### src/design/mipsLite_defs.svh
// word-only MIPS subset; opcodes and funct codes outside these lists decode as no-ops.
`ifndef MIPSLITE_DEFS_SVH
`define MIPSLITE_DEFS_SVH

// ##################################################
// widths
`define MIPS_XLEN 32 // data and address width.
`define MIPS_NREGS 32 // general purpose registers.

// ##################################################
// opcodes and funct codes
`define MIPS_OP_RTYPE 6'b000000
`define MIPS_OP_LW 6'b100011
`define MIPS_OP_SW 6'b101011
`define MIPS_OP_BEQ 6'b000100

`define MIPS_FN_ADD 6'b100000
`define MIPS_FN_SUB 6'b100010
`define MIPS_FN_AND 6'b100100
`define MIPS_FN_OR 6'b100101
`define MIPS_FN_SLT 6'b101010

// ##################################################
// alu control
`define MIPS_ALU_AND 3'b000
`define MIPS_ALU_OR 3'b001
`define MIPS_ALU_ADD 3'b010
`define MIPS_ALU_SUB 3'b110
`define MIPS_ALU_SLT 3'b111

`endif
### src/design/mipsLitePkg.sv
// shared types of the core; widths follow mipsLite_defs.svh, the register count must be a power of 2.
`include "mipsLite_defs.svh"

package mipsLitePkg;

  // ##################################################
  // datapath words and fields
  typedef logic [`MIPS_XLEN-1:0] word_t; // data or address word.

  typedef logic [$clog2(`MIPS_NREGS)-1:0] regAddr_t; // register index.

  typedef logic [5:0] opcode_t; // instr[31:26].

  typedef logic [5:0] funct_t; // instr[5:0].

  // ##################################################
  // control
  typedef logic [1:0] aluOp_t; // 00 add, 01 sub, 10 funct.

  typedef logic [2:0] aluCtrl_t;

  // data bus sequencing
  typedef enum logic {
    busIdle, // no cycle, or request raised this cycle.
    busWait // waiting for ack.
  } busState_t;

endpackage

### src/design/mipsLite.sv
// single-cycle mips subset core; the instruction port must answer combinationally, one instruction in flight.
`timescale 1ns/100ps
`include "mipsLite_defs.svh"

module mipsLite import mipsLitePkg::*; (
  input logic clk,
  input logic arstN,
  output word_t instrAddr,
  input word_t instr,
  output logic wbCyc,
  output logic wbStb,
  output logic wbWe,
  output word_t wbAdr,
  output word_t wbDatW,
  output logic [3:0] wbSel,
  input word_t wbDatR,
  input logic wbAck
);

  word_t pc;
  word_t pcPlus4;
  word_t branchTarget;
  word_t pcNext;

  opcode_t opcode;
  funct_t funct;
  regAddr_t rs;
  regAddr_t rt;
  regAddr_t rd;
  word_t signImm;

  logic regWrite;
  logic regDst;
  logic aluSrc;
  logic branch;
  logic memWrite;
  logic memRead;
  logic memToReg;
  aluCtrl_t aluCtrl;

  word_t rdDataA;
  word_t rdDataB;
  word_t srcB;
  word_t aluResult;
  logic zero;
  regAddr_t writeReg;
  word_t writeData;
  word_t loadData;
  logic stall;

  // ##################################################
  // fetch and decode fields
  assign instrAddr = pc;
  assign opcode = instr[31:26];
  assign rs = instr[25:21];
  assign rt = instr[20:16];
  assign rd = instr[15:11];
  assign funct = instr[5:0];
  assign signImm = {{(`MIPS_XLEN-16){instr[15]}}, instr[15:0]};

  controlUnit uCtrl (
    .opcode(opcode),
    .funct(funct),
    .regWrite(regWrite),
    .regDst(regDst),
    .aluSrc(aluSrc),
    .branch(branch),
    .memWrite(memWrite),
    .memRead(memRead),
    .memToReg(memToReg),
    .aluCtrl(aluCtrl)
  );

  // ##################################################
  // datapath
  assign writeReg = regDst ? rd : rt;
  assign writeData = memToReg ? loadData : aluResult;
  assign srcB = aluSrc ? signImm : rdDataB;

  regFile uRegs (
    .clk(clk),
    .arstN(arstN),
    .rdAddrA(rs),
    .rdAddrB(rt),
    .rdDataA(rdDataA),
    .rdDataB(rdDataB),
    .wrEn(regWrite & ~stall), // commit only when the bus is done.
    .wrAddr(writeReg),
    .wrData(writeData)
  );

  alu uAlu (
    .a(rdDataA),
    .b(srcB),
    .aluCtrl(aluCtrl),
    .result(aluResult),
    .zero(zero)
  );

  wbDataPort uData (
    .clk(clk),
    .arstN(arstN),
    .memRead(memRead),
    .memWrite(memWrite),
    .addr(aluResult),
    .storeData(rdDataB),
    .stall(stall),
    .loadData(loadData),
    .wbCyc(wbCyc),
    .wbStb(wbStb),
    .wbWe(wbWe),
    .wbAdr(wbAdr),
    .wbDatW(wbDatW),
    .wbSel(wbSel),
    .wbDatR(wbDatR),
    .wbAck(wbAck)
  );

  // ##################################################
  // program counter
  assign pcPlus4 = pc + 32'd4;
  assign branchTarget = pcPlus4 + {signImm[`MIPS_XLEN-3:0], 2'b00};
  assign pcNext = (branch & zero) ? branchTarget : pcPlus4;

  always_ff @(posedge clk or negedge arstN) begin
    if (!arstN) begin
      pc <= '0;
    end else if (!stall) begin
      pc <= pcNext; // held while a bus cycle is open.
    end
  end

endmodule

### src/design/wbDataPort.sv
// wishbone classic master for single word accesses; ack must only come while stb is high.
`timescale 1ns/100ps
`include "mipsLite_defs.svh"

module wbDataPort import mipsLitePkg::*; (
  input logic clk,
  input logic arstN,
  input logic memRead,
  input logic memWrite,
  input word_t addr,
  input word_t storeData,
  output logic stall,
  output word_t loadData,
  output logic wbCyc,
  output logic wbStb,
  output logic wbWe,
  output word_t wbAdr,
  output word_t wbDatW,
  output logic [`MIPS_XLEN/8-1:0] wbSel,
  input word_t wbDatR,
  input logic wbAck
);

  busState_t state;
  busState_t stateNext;
  logic req;
  logic ackTaken;
  logic weQ;
  word_t adrQ;
  word_t datQ;

  assign req = memRead | memWrite;
  assign ackTaken = (state == busWait) & wbAck;

  // ##################################################
  // state machine
  always_comb begin
    stateNext = state;
    case (state)
      busIdle: if (req) stateNext = busWait;
      busWait: if (wbAck) stateNext = busIdle;
      default: stateNext = busIdle;
    endcase
  end

  always_ff @(posedge clk or negedge arstN) begin
    if (!arstN) state <= busIdle;
    else state <= stateNext;
  end

  // request fields held for the rest of the cycle.
  always_ff @(posedge clk) begin
    if ((state == busIdle) && req) begin
      adrQ <= addr;
      datQ <= storeData;
      weQ <= memWrite;
    end
  end

  // ##################################################
  // bus outputs
  assign wbCyc = (state == busWait) | req;
  assign wbStb = wbCyc;
  assign wbWe = (state == busWait) ? weQ : memWrite;
  assign wbAdr = (state == busWait) ? adrQ : addr;
  assign wbDatW = (state == busWait) ? datQ : storeData;
  assign wbSel = '1; // word accesses only.

  assign stall = req & ~ackTaken; // released in the ack cycle.
  assign loadData = wbDatR;

endmodule

### src/design/regFile.sv
// 2 combinational reads, 1 write at the rising edge; register 0 ignores writes and reads zero.
`timescale 1ns/100ps
`include "mipsLite_defs.svh"

module regFile import mipsLitePkg::*; (
  input logic clk,
  input logic arstN,
  input regAddr_t rdAddrA,
  input regAddr_t rdAddrB,
  output word_t rdDataA,
  output word_t rdDataB,
  input logic wrEn,
  input regAddr_t wrAddr,
  input word_t wrData
);

  word_t regs [`MIPS_NREGS];

  // ##################################################
  // write port
  always_ff @(posedge clk or negedge arstN) begin
    if (!arstN) begin
      for (int i = 0; i < `MIPS_NREGS; i++) begin
        regs[i] <= '0;
      end
    end else if (wrEn && (wrAddr != '0)) begin
      regs[wrAddr] <= wrData;
    end
  end

  // read ports.
  assign rdDataA = (rdAddrA == '0) ? '0 : regs[rdAddrA];
  assign rdDataB = (rdAddrB == '0) ? '0 : regs[rdAddrB];

endmodule

### src/design/alu.sv
// combinational 32-bit alu; slt compares signed, codes other than the five listed give zero.
`timescale 1ns/100ps
`include "mipsLite_defs.svh"

module alu import mipsLitePkg::*; (
  input word_t a,
  input word_t b,
  input aluCtrl_t aluCtrl,
  output word_t result,
  output logic zero
);

  word_t sum;
  word_t diff;
  logic lessThan;

  assign sum = a + b;
  assign diff = a - b;

  // signed compare from the subtraction and the operand signs.
  assign lessThan = (a[`MIPS_XLEN-1] != b[`MIPS_XLEN-1]) ? a[`MIPS_XLEN-1]
                                                          : diff[`MIPS_XLEN-1];

  // ##################################################
  // operation select
  always_comb begin
    case (aluCtrl)
      `MIPS_ALU_AND: result = a & b;
      `MIPS_ALU_OR: result = a | b;
      `MIPS_ALU_ADD: result = sum;
      `MIPS_ALU_SUB: result = diff;
      `MIPS_ALU_SLT: result = {{(`MIPS_XLEN-1){1'b0}}, lessThan};
      default: result = '0;
    endcase
  end

  assign zero = (result == '0); // used by beq.

endmodule

### src/design/controlUnit.sv
// combinational decode of lw, sw, beq and r-type add/sub/and/or/slt; anything else yields a no-op.
`timescale 1ns/100ps
`include "mipsLite_defs.svh"

module controlUnit import mipsLitePkg::*; (
  input opcode_t opcode,
  input funct_t funct,
  output logic regWrite,
  output logic regDst,
  output logic aluSrc,
  output logic branch,
  output logic memWrite,
  output logic memRead,
  output logic memToReg,
  output aluCtrl_t aluCtrl
);

  aluOp_t aluOp;
  logic mainRegWrite; // before the funct check.
  logic functValid;

  // ##################################################
  // main decoder
  always_comb begin
    mainRegWrite = 1'b0;
    regDst = 1'b0;
    aluSrc = 1'b0;
    branch = 1'b0;
    memWrite = 1'b0;
    memRead = 1'b0;
    memToReg = 1'b0;
    aluOp = 2'b00;
    case (opcode)
      `MIPS_OP_RTYPE: begin
        mainRegWrite = 1'b1;
        regDst = 1'b1;
        aluOp = 2'b10;
      end
      `MIPS_OP_LW: begin
        mainRegWrite = 1'b1;
        aluSrc = 1'b1;
        memRead = 1'b1;
        memToReg = 1'b1;
      end
      `MIPS_OP_SW: begin
        aluSrc = 1'b1;
        memWrite = 1'b1;
      end
      `MIPS_OP_BEQ: begin
        branch = 1'b1;
        aluOp = 2'b01;
      end
      default: begin
      end
    endcase
  end

  // ##################################################
  // alu decoder
  always_comb begin
    aluCtrl = `MIPS_ALU_ADD;
    functValid = 1'b1;
    case (aluOp)
      2'b00: aluCtrl = `MIPS_ALU_ADD; // address calculation.
      2'b01: aluCtrl = `MIPS_ALU_SUB; // compare for beq.
      2'b10: begin
        case (funct)
          `MIPS_FN_ADD: aluCtrl = `MIPS_ALU_ADD;
          `MIPS_FN_SUB: aluCtrl = `MIPS_ALU_SUB;
          `MIPS_FN_AND: aluCtrl = `MIPS_ALU_AND;
          `MIPS_FN_OR: aluCtrl = `MIPS_ALU_OR;
          `MIPS_FN_SLT: aluCtrl = `MIPS_ALU_SLT;
          default: functValid = 1'b0;
        endcase
      end
      default: aluCtrl = `MIPS_ALU_ADD;
    endcase
  end

  // unknown funct turns the r-type into a no-op.
  assign regWrite = mainRegWrite & functValid;

endmodule

### config.mk
export PLATFORM = sky130hd
export DESIGN_NAME = mipsLite
export DESIGN_NICKNAME = d
export VERILOG_FILES = /design/src/design/mipsLitePkg.sv /design/src/design/mipsLite.sv /design/src/design/wbDataPort.sv /design/src/design/regFile.sv /design/src/design/alu.sv /design/src/design/controlUnit.sv
export VERILOG_INCLUDE_DIRS = /design/src /design/src/design
export SDC_FILE = /design/constraint.sdc
export NUM_CORES = 2
export LEC_CHECK = 0
export BUFFER_PORTS_ARGS = -buffer_cell sky130_fd_sc_hd__buf_4
export CORE_MARGIN = 2
export CORE_UTILIZATION = 55
export CTS_BUF_LIST = sky130_fd_sc_hd__clkbuf_16
export CTS_CLUSTER_SIZE = 14
export DETAILED_ROUTE_END_ITERATION = 16
export PLACE_DENSITY = 0.72
export SYNTH_ARGS = -nofsm -noshare
export SYNTH_HDL_FRONTEND = slang
export SYNTH_SLANG_ARGS = --single-unit
### constraint.sdc
create_clock -name clk -period 12.7 [get_ports clk]
set_input_delay 1.905 -clock clk [delete_from_list [all_inputs] [get_ports clk]]
set_output_delay 1.905 -clock clk [all_outputs]
set_load 0.02 [all_outputs]
* Word-level counts from Yosys, hierarchy flattened
Index checks and enable logic that the tools add are counted.
** Operators by class
- Add/sub/neg operators :: 4
- Equality and inequality tests :: 15
- Magnitude comparators :: 4
- Reductions and logical operators :: 12
- Muxes and demuxes :: 34
- Bitwise gates (word level) :: 15
** Operators with widths (count)
- bitwise mux 1024 bit :: 1
- two-way mux 32 bit :: 12
- binary-select mux 32 bit (select 5 bit) :: 2
- demux 32 bit (select 5 bit) :: 1
- case mux 32 bit (5 select lines) :: 1
- adder 32 bit :: 2
- equality test 6 bit (second input constant) :: 7
- adder 32 x 3 -> 32 bit (second input constant) :: 1
- bitwise AND 32 bit :: 1
- zero test 32 bit :: 1
- bitwise OR 32 bit :: 1
- subtractor 32 bit :: 1
- greater-or-equal comparator 6 bit (second input constant) :: 3
- inverter 5 -> 6 bit :: 3
- two-way mux 1 bit :: 12
- case mux 3 bit (4 select lines) :: 1
- zero test 5 bit :: 2
- equality test 3 bit (second input constant) :: 2
- equality test 6 x 3 -> 1 bit (second input constant) :: 1
- zero test 6 bit :: 1
- < comparator 6 x 1 -> 1 bit (second input constant) :: 1
- case mux 3 bit (2 select lines) :: 1
- bitwise AND 1 bit :: 5
- two-way mux 5 bit :: 1
- other kinds (14) :: 20
** Storage, ports and cells
- Logic and storage cells :: 121
- Register bits :: 1122
- Output and inout port bits :: 103

* Longest topological paths before layout
- Depth after elaboration :: 12
- Gate-level depth with buffers :: 40
- Gate-level depth less buffers :: 33

* Hierarchy
From an unflattened synthesis, not the netlist that was laid out.
** Unflattened totals
- Cells, all modules :: 5228
- Area total of the unflattened synthesis :: 67682.4 µm²
** Modules (own cells, without submodules)
- regFile :: area an instance 54369.6 µm², instances 1, cells an instance 3621
- alu :: area an instance 5315.1 µm², instances 1, cells an instance 808
- mipsLite :: area an instance 4655.7 µm², instances 1, cells an instance 589
- wbDataPort :: area an instance 3145.5 µm², instances 1, cells an instance 182
- controlUnit :: area an instance 196.4 µm², instances 1, cells an instance 28

* Worst setup path after synthesis
No wires, ideal clock.
- Kind :: input port to flip-flop
- From :: in instr[16]
- To :: reg pc[16] (netlist: instrAddr[16])
- Setup slack :: 2.168 ns
- Buffers on the path :: 8
- Setup time :: 0.138 ns
- Stages :: 39
- Arrival time :: 10.394 ns
- Cell sequence :: clkbuf_1 -> buf_1 -> clkbuf_1 -> buf_1 -> mux4_2 -> mux4_2 -> mux2i_1 -> nor2_1 -> mux2i_1 -> ha_1 -> buf_2 -> nor2b_1 -> o21ba_2 -> a211oi_1 -> a31oi_1 -> a211oi_1 -> nor4_2 -> o21a_1 -> (+3 left out) -> o21bai_1 -> fa_1 -> o22ai_2 -> mux2i_4 -> inv_1 -> or3_1 -> or4_1 -> or3_1 -> nor4_2 -> nand4b_1 -> nor4b_2 -> nand3_1 -> or2_1 -> buf_6 -> buf_6 -> buf_6 -> mux2i_1 -> o22ai_1
** Between the ends
- Cells in the longest elaborated chain, start to end :: 12
** Ends and longest elaborated chain
- start, declared :: line mipsLite.sv:9 : input word_t instr,
- inverter 5 -> 6 bit (not written as such) :: line regFile.sv:33 : assign rdDataB = (rdAddrB == '0) ? '0 : regs[rdAddrB];
- binary-select mux 32 bit (select 5 bit) :: line regFile.sv:33
- two-way mux 32 bit (not written as such) (2 in series) :: line regFile.sv:33
- two-way mux 32 bit (*) :: line regFile.sv:33
- net rdDataB[5] :: line mipsLite.sv:42 : word_t rdDataB;
- two-way mux 32 bit (*) :: line mipsLite.sv:78 : assign srcB = aluSrc ? signImm : rdDataB;
- subtractor 32 bit (*) :: line alu.sv:18 : assign diff = a - b;
- two-way mux 1 bit (*) :: line alu.sv:21 : assign lessThan = (a[`MIPS_XLEN-1] != b[`MIPS_XLEN-1]) ? a[`MIPS_XLEN-1]
- case mux 32 bit (5 select lines) (*) :: line alu.sv:27 : case (aluCtrl)
- net aluResult[0] :: line mipsLite.sv:44 : word_t aluResult;
- zero test 32 bit (*) :: line alu.sv:37 : assign zero = (result == '0);
- bitwise AND 1 bit (*) :: line mipsLite.sv:123 : assign pcNext = (branch & zero) ? branchTarget : pcPlus4;
- two-way mux 32 bit (*) :: line mipsLite.sv:123
- end signal, assigned :: line mipsLite.sv:129 : pc <= pcNext;
- end, declared :: line mipsLite.sv:20 : word_t pc;
Mark *: on every way through the listed nets, which the timed path passes. The rest lies on a longest branch. The select of a mux whose other input is x is not followed.
A chain may end at the register's enable or synchronous reset.

* Worst setup path in the final report
- From :: in instr[16]
- To :: out wbAdr[31]
** Between the ends
- Cells in the longest elaborated chain, start to end :: 9
** Ends and longest elaborated chain
- inverter 5 -> 6 bit (not written as such) :: line regFile.sv:33
- binary-select mux 32 bit (select 5 bit) :: line regFile.sv:33
- two-way mux 32 bit (not written as such) (2 in series) :: line regFile.sv:33
- two-way mux 32 bit (*) :: line regFile.sv:33
- two-way mux 32 bit (*) :: line mipsLite.sv:78
- subtractor 32 bit (tied with other cells) :: line alu.sv:18
- case mux 32 bit (5 select lines) (*) :: line alu.sv:27
- net aluResult[31] :: line mipsLite.sv:44
- two-way mux 32 bit (*) :: line wbDataPort.sv:65 : assign wbAdr = (state == busWait) ? adrQ : addr;
- end, declared :: line mipsLite.sv:13 : output word_t wbAdr,
Marked as above.

==> impl_results.md <==
- Status: finished clean
- Final hold viol count: 0
- Total power: 8158 µW
- CTS Buffer Depth: 3
- Vias in the first global route: roughly 48000
- GRT busiest layer: met2
- DIE AREA: 119000 µm²
- Compound-Gate Fraction of Synth Area: between 10% and 20%
- Reg2reg path depth: 32
- WL/cell: around 28 µm
- Most common cell after layout, fill and taps aside: nand2_1
- Hold_sp: uRegs.regs[996]
- Crit. End Element: output port
- Routed Wire Length: ~210000 µm
- Max-slew violation count: 0
- Required time worst endpoint: 10.80 ns
- Clock Skews: 0.03260 ns
- Setup TNS: 0 ns
- CTS tree: yes
- Number of synthesized flops with an enable pin: 65
- Syn avg cell area: around 11 µm²
- Critical path fanouts, max: 64
- RSZ-0062 raised after global routing: false
- DRC: 0
- Worst Path Arrival: approximately 9.2 ns
- Reg clk slew, reported paths: roughly 0.06 ns
- Placed cell count: around 7100
- Post-placement worst setup slack: around 1.2 ns
- Combinational family with the most area after synthesis: multiplexers
- Critical R2R Capture: instrAddr[8]
- Post-Synth XOR/XNOR Area: 1.014%
- Post-CTS Setup Inserts: 0
- Final Util: about three fifths
- Synth warnings: 0
- CP Class: in -> out
- Setup WS post-layout: around 1.6 ns
- IO Count: 170
- Clock root buffer master: clkbuf_16
- Post-Synth Simple-Gate Area: approximately a tenth
- Synth Flop Type: dfrtp_1
- Max_cap viols: 0
- WHS Endpoint: uRegs.regs[996]
- Met3 Resource Use GR: between 9 and 10%
- Worst Max-Slew Pin Slew: about 1.3 ns
- Grt met1 use: a little under half
- Leakage: 0.02982 µW
- Post-CTS Resized: 0
- Most frequent cells in the layout: 1177 x nand2_1, 1074 x o21ai_0, 1054 x dfrtp_1
- Vias: roughly 50000
- Vert. Die Dim: roughly 340 µm
- PwrDens: 116.3 nW/µm²
- FP Rows: 125
- Share of layout cells above drive strength 1: between 20% and 30%
- First-pass GRT wire length: 309900 µm
- Min cycle time layout: 11.12 ns
- Synthesized area: approximately 64000 µm²
- Hold path cells: 0
- CTS sink count: between 1000 and 1500
- Vias per cell: between 6 and 7
- Final worst-path cycle share: between 80 and 90%
- Fin cells: ~7300
- Crit path from: instr[16]
- Syn-to-layout area delta: 9.747%
- Worst r2r src: uRegs.regs[516]
- Post-Synth Adder-Cell Area: 2.610%
- Gr usage total: a little over a third
- CP Launch Type: input pin
- Final #Nets: between 5000 and 6000
- Largest net degree at the start of global routing: approximately 190
- Flop2flop setup slack: around 3.4 ns
- Multiplexer share of the synthesized area: between 20% and 30%
- DP HPWL: 123400 µm
- RePlAce Congestion: 0.9953
- Cell count after synthesis: 5857
- HP Class: reg -> reg
- GR Overflow Total: 0
- DRT Pass-1 Iters: 6
- Synth async-reset ratio: between 90% and 100%
- Slew headroom: 16.26%
- DIE WIDTH: 345.0 µm
- Post-route ant nets: 0
- Core area: ~120000 µm²
- Seq cells post-synth: between 1000 and 1500
- Initial antenna violation count: 7
- Clock Latency Late Sink: ~0.74 ns
- Port buffer count: between 150 and 200
- Initial Util: a little under three fifths
- Iter 0 DRT Violations: just over 6000
- Synth cell types: 96
- Met2 GRT Util: 53.15%
- CTS HTree Levels: 3
- Fillers: slightly above 9000
- Hold-fix buffers, CTS: 0
- Setup violations, final: 0
- Fmax: about 0.090 GHz
- IR drop worst, VDD: between 0.0001 and 0.00015 V
- CTS Buf Count: between 100 and 150
- Seq/Total Area, Yosys: between 40% and 50%
==> synth_stat cells (all sizes together), types with 6 or more instances <==
cell / number / area, µm²
nand2: 1196 / 4489
o21ai: 1080 / 5409
dfrtp: 1055 / 26400
mux4: 640 / 14410
clkbuf: 484 / 1817
inv: 141 / 529.3
nor2: 134 / 503.0
ha: 127 / 1589
a21oi: 118 / 594.3
buf: 83 / 394.1
mux2i: 83 / 843.3
a21o: 65 / 488.0
edfxtp: 65 / 1952
nand2b: 64 / 400.4
mux2: 52 / 589.3
nand3: 51 / 255.2
xnor2: 51 / 446.7
nor3: 37 / 185.2
xor2: 23 / 201.4
o31ai: 22 / 165.2
and3: 18 / 112.6
o221ai: 17 / 155.1
or3: 16 / 100.1
o21bai: 15 / 112.6
o22ai: 15 / 100.1
a31oi: 14 / 93.84
a211oi: 13 / 97.59
nand4: 13 / 81.33
o211ai: 12 / 90.09
nor2b: 11 / 68.82
a2111oi: 10 / 95.09
nand3b: 10 / 75.07
nor4: 10 / 75.07
o21a: 10 / 75.07
a31o: 6 / 52.55
and2: 6 / 37.53
nor3b: 6 / 55.05
or2: 6 / 37.54
==> logic make-up after synthesis <==
logic type | Yosys count
mux | 775
xor+xnor | 74
buf+inv | 709
simple gates | 1596
flops | 1120
fa+ha+maj | 131
other cells | 2
compound gates | 1450
==> stage by stage <==
| step | area, µm² | hold WS, ns |
|---|---|---|
| floorplan | 63960 | 0.4413 |
| global placement | 66480 | 0.3766 |
| detailed placement | 66480 | 0.3833 |
| CTS | 70170 | 0.3962 |
| global route | 70170 | 0.4031 |
| finish | 70170 | 0.3936 |
==> report_power, final <==
group	switching, µW	total, µW	internal [µW]
combinational	649	1070	420
sequential	82.9	3730	3650
clock	1510	3360	1850
total	2240	8160	5910
==> sequential cells by signal (all words and copies together) (netlist names) <==
name         cells
instrAddr       30
uData.adrQ      32
uData.datQ      32
uData.state      1
uData.weQ        1
uRegs.regs    1024
==> worst max-delay path, cell delays in order <==
cell	delay [ns]
buf_8	0.48
buf_12	0.47
buf_4	0.43
mux4_2	0.55
mux4_2	0.48
nand2_1	0.09
a21o_1	0.30
o21ai_0	0.18
ha_1	0.53
nor3_1	0.40
o211ai_1	0.20
a211oi_1	0.38
nor4_2	0.14
o21a_1	0.22
o31a_1	0.26
nor2_1	0.10
nor2_1	0.05
o21bai_1	0.18
fa_1	0.42
nor2_1	0.11
nor2_1	0.05
a221oi_1	0.27
nand3b_1	0.28
mux2_2	0.39
buf_4	0.17
==> per-layer routing <==
metal	wire length (µm)	up-vias	share of wire [%]
li1	-	20861	-
met1	77480	24892	37
met2	93040	2913	45
met3	25260	617	12
met4	12120	10	5.8
met5	54	-	0.026
==> final cells by class <==
cell class	count	area, µm²	share of cell area, %
Clock buffer	120	3003	4.279
Antenna cell	2	5.005	0.007132
Clock inverter	98	686.9	0.9789
Sequential cell	1120	28360	40.41
Timing Repair Buffer	278	2320	3.306
Tap cell	1524	1907	2.717
Multi-Input combinational cell	4032	33360	47.54
Inverter	142	533.0	0.7595
==> worst max path at each step <==
stage	slack, ns	endpoint	cells past startpoint
floorplan	2.17	instrAddr[16]	39
global placement	1.34	instrAddr[8]	33
detailed placement	1.20	instrAddr[8]	33
CTS	1.70	wbAdr[31]	25
global route	1.12	wbAdr[31]	25
finish	1.58	wbAdr[31]	25
Note: power is estimated with default switching activity, not from simulation.
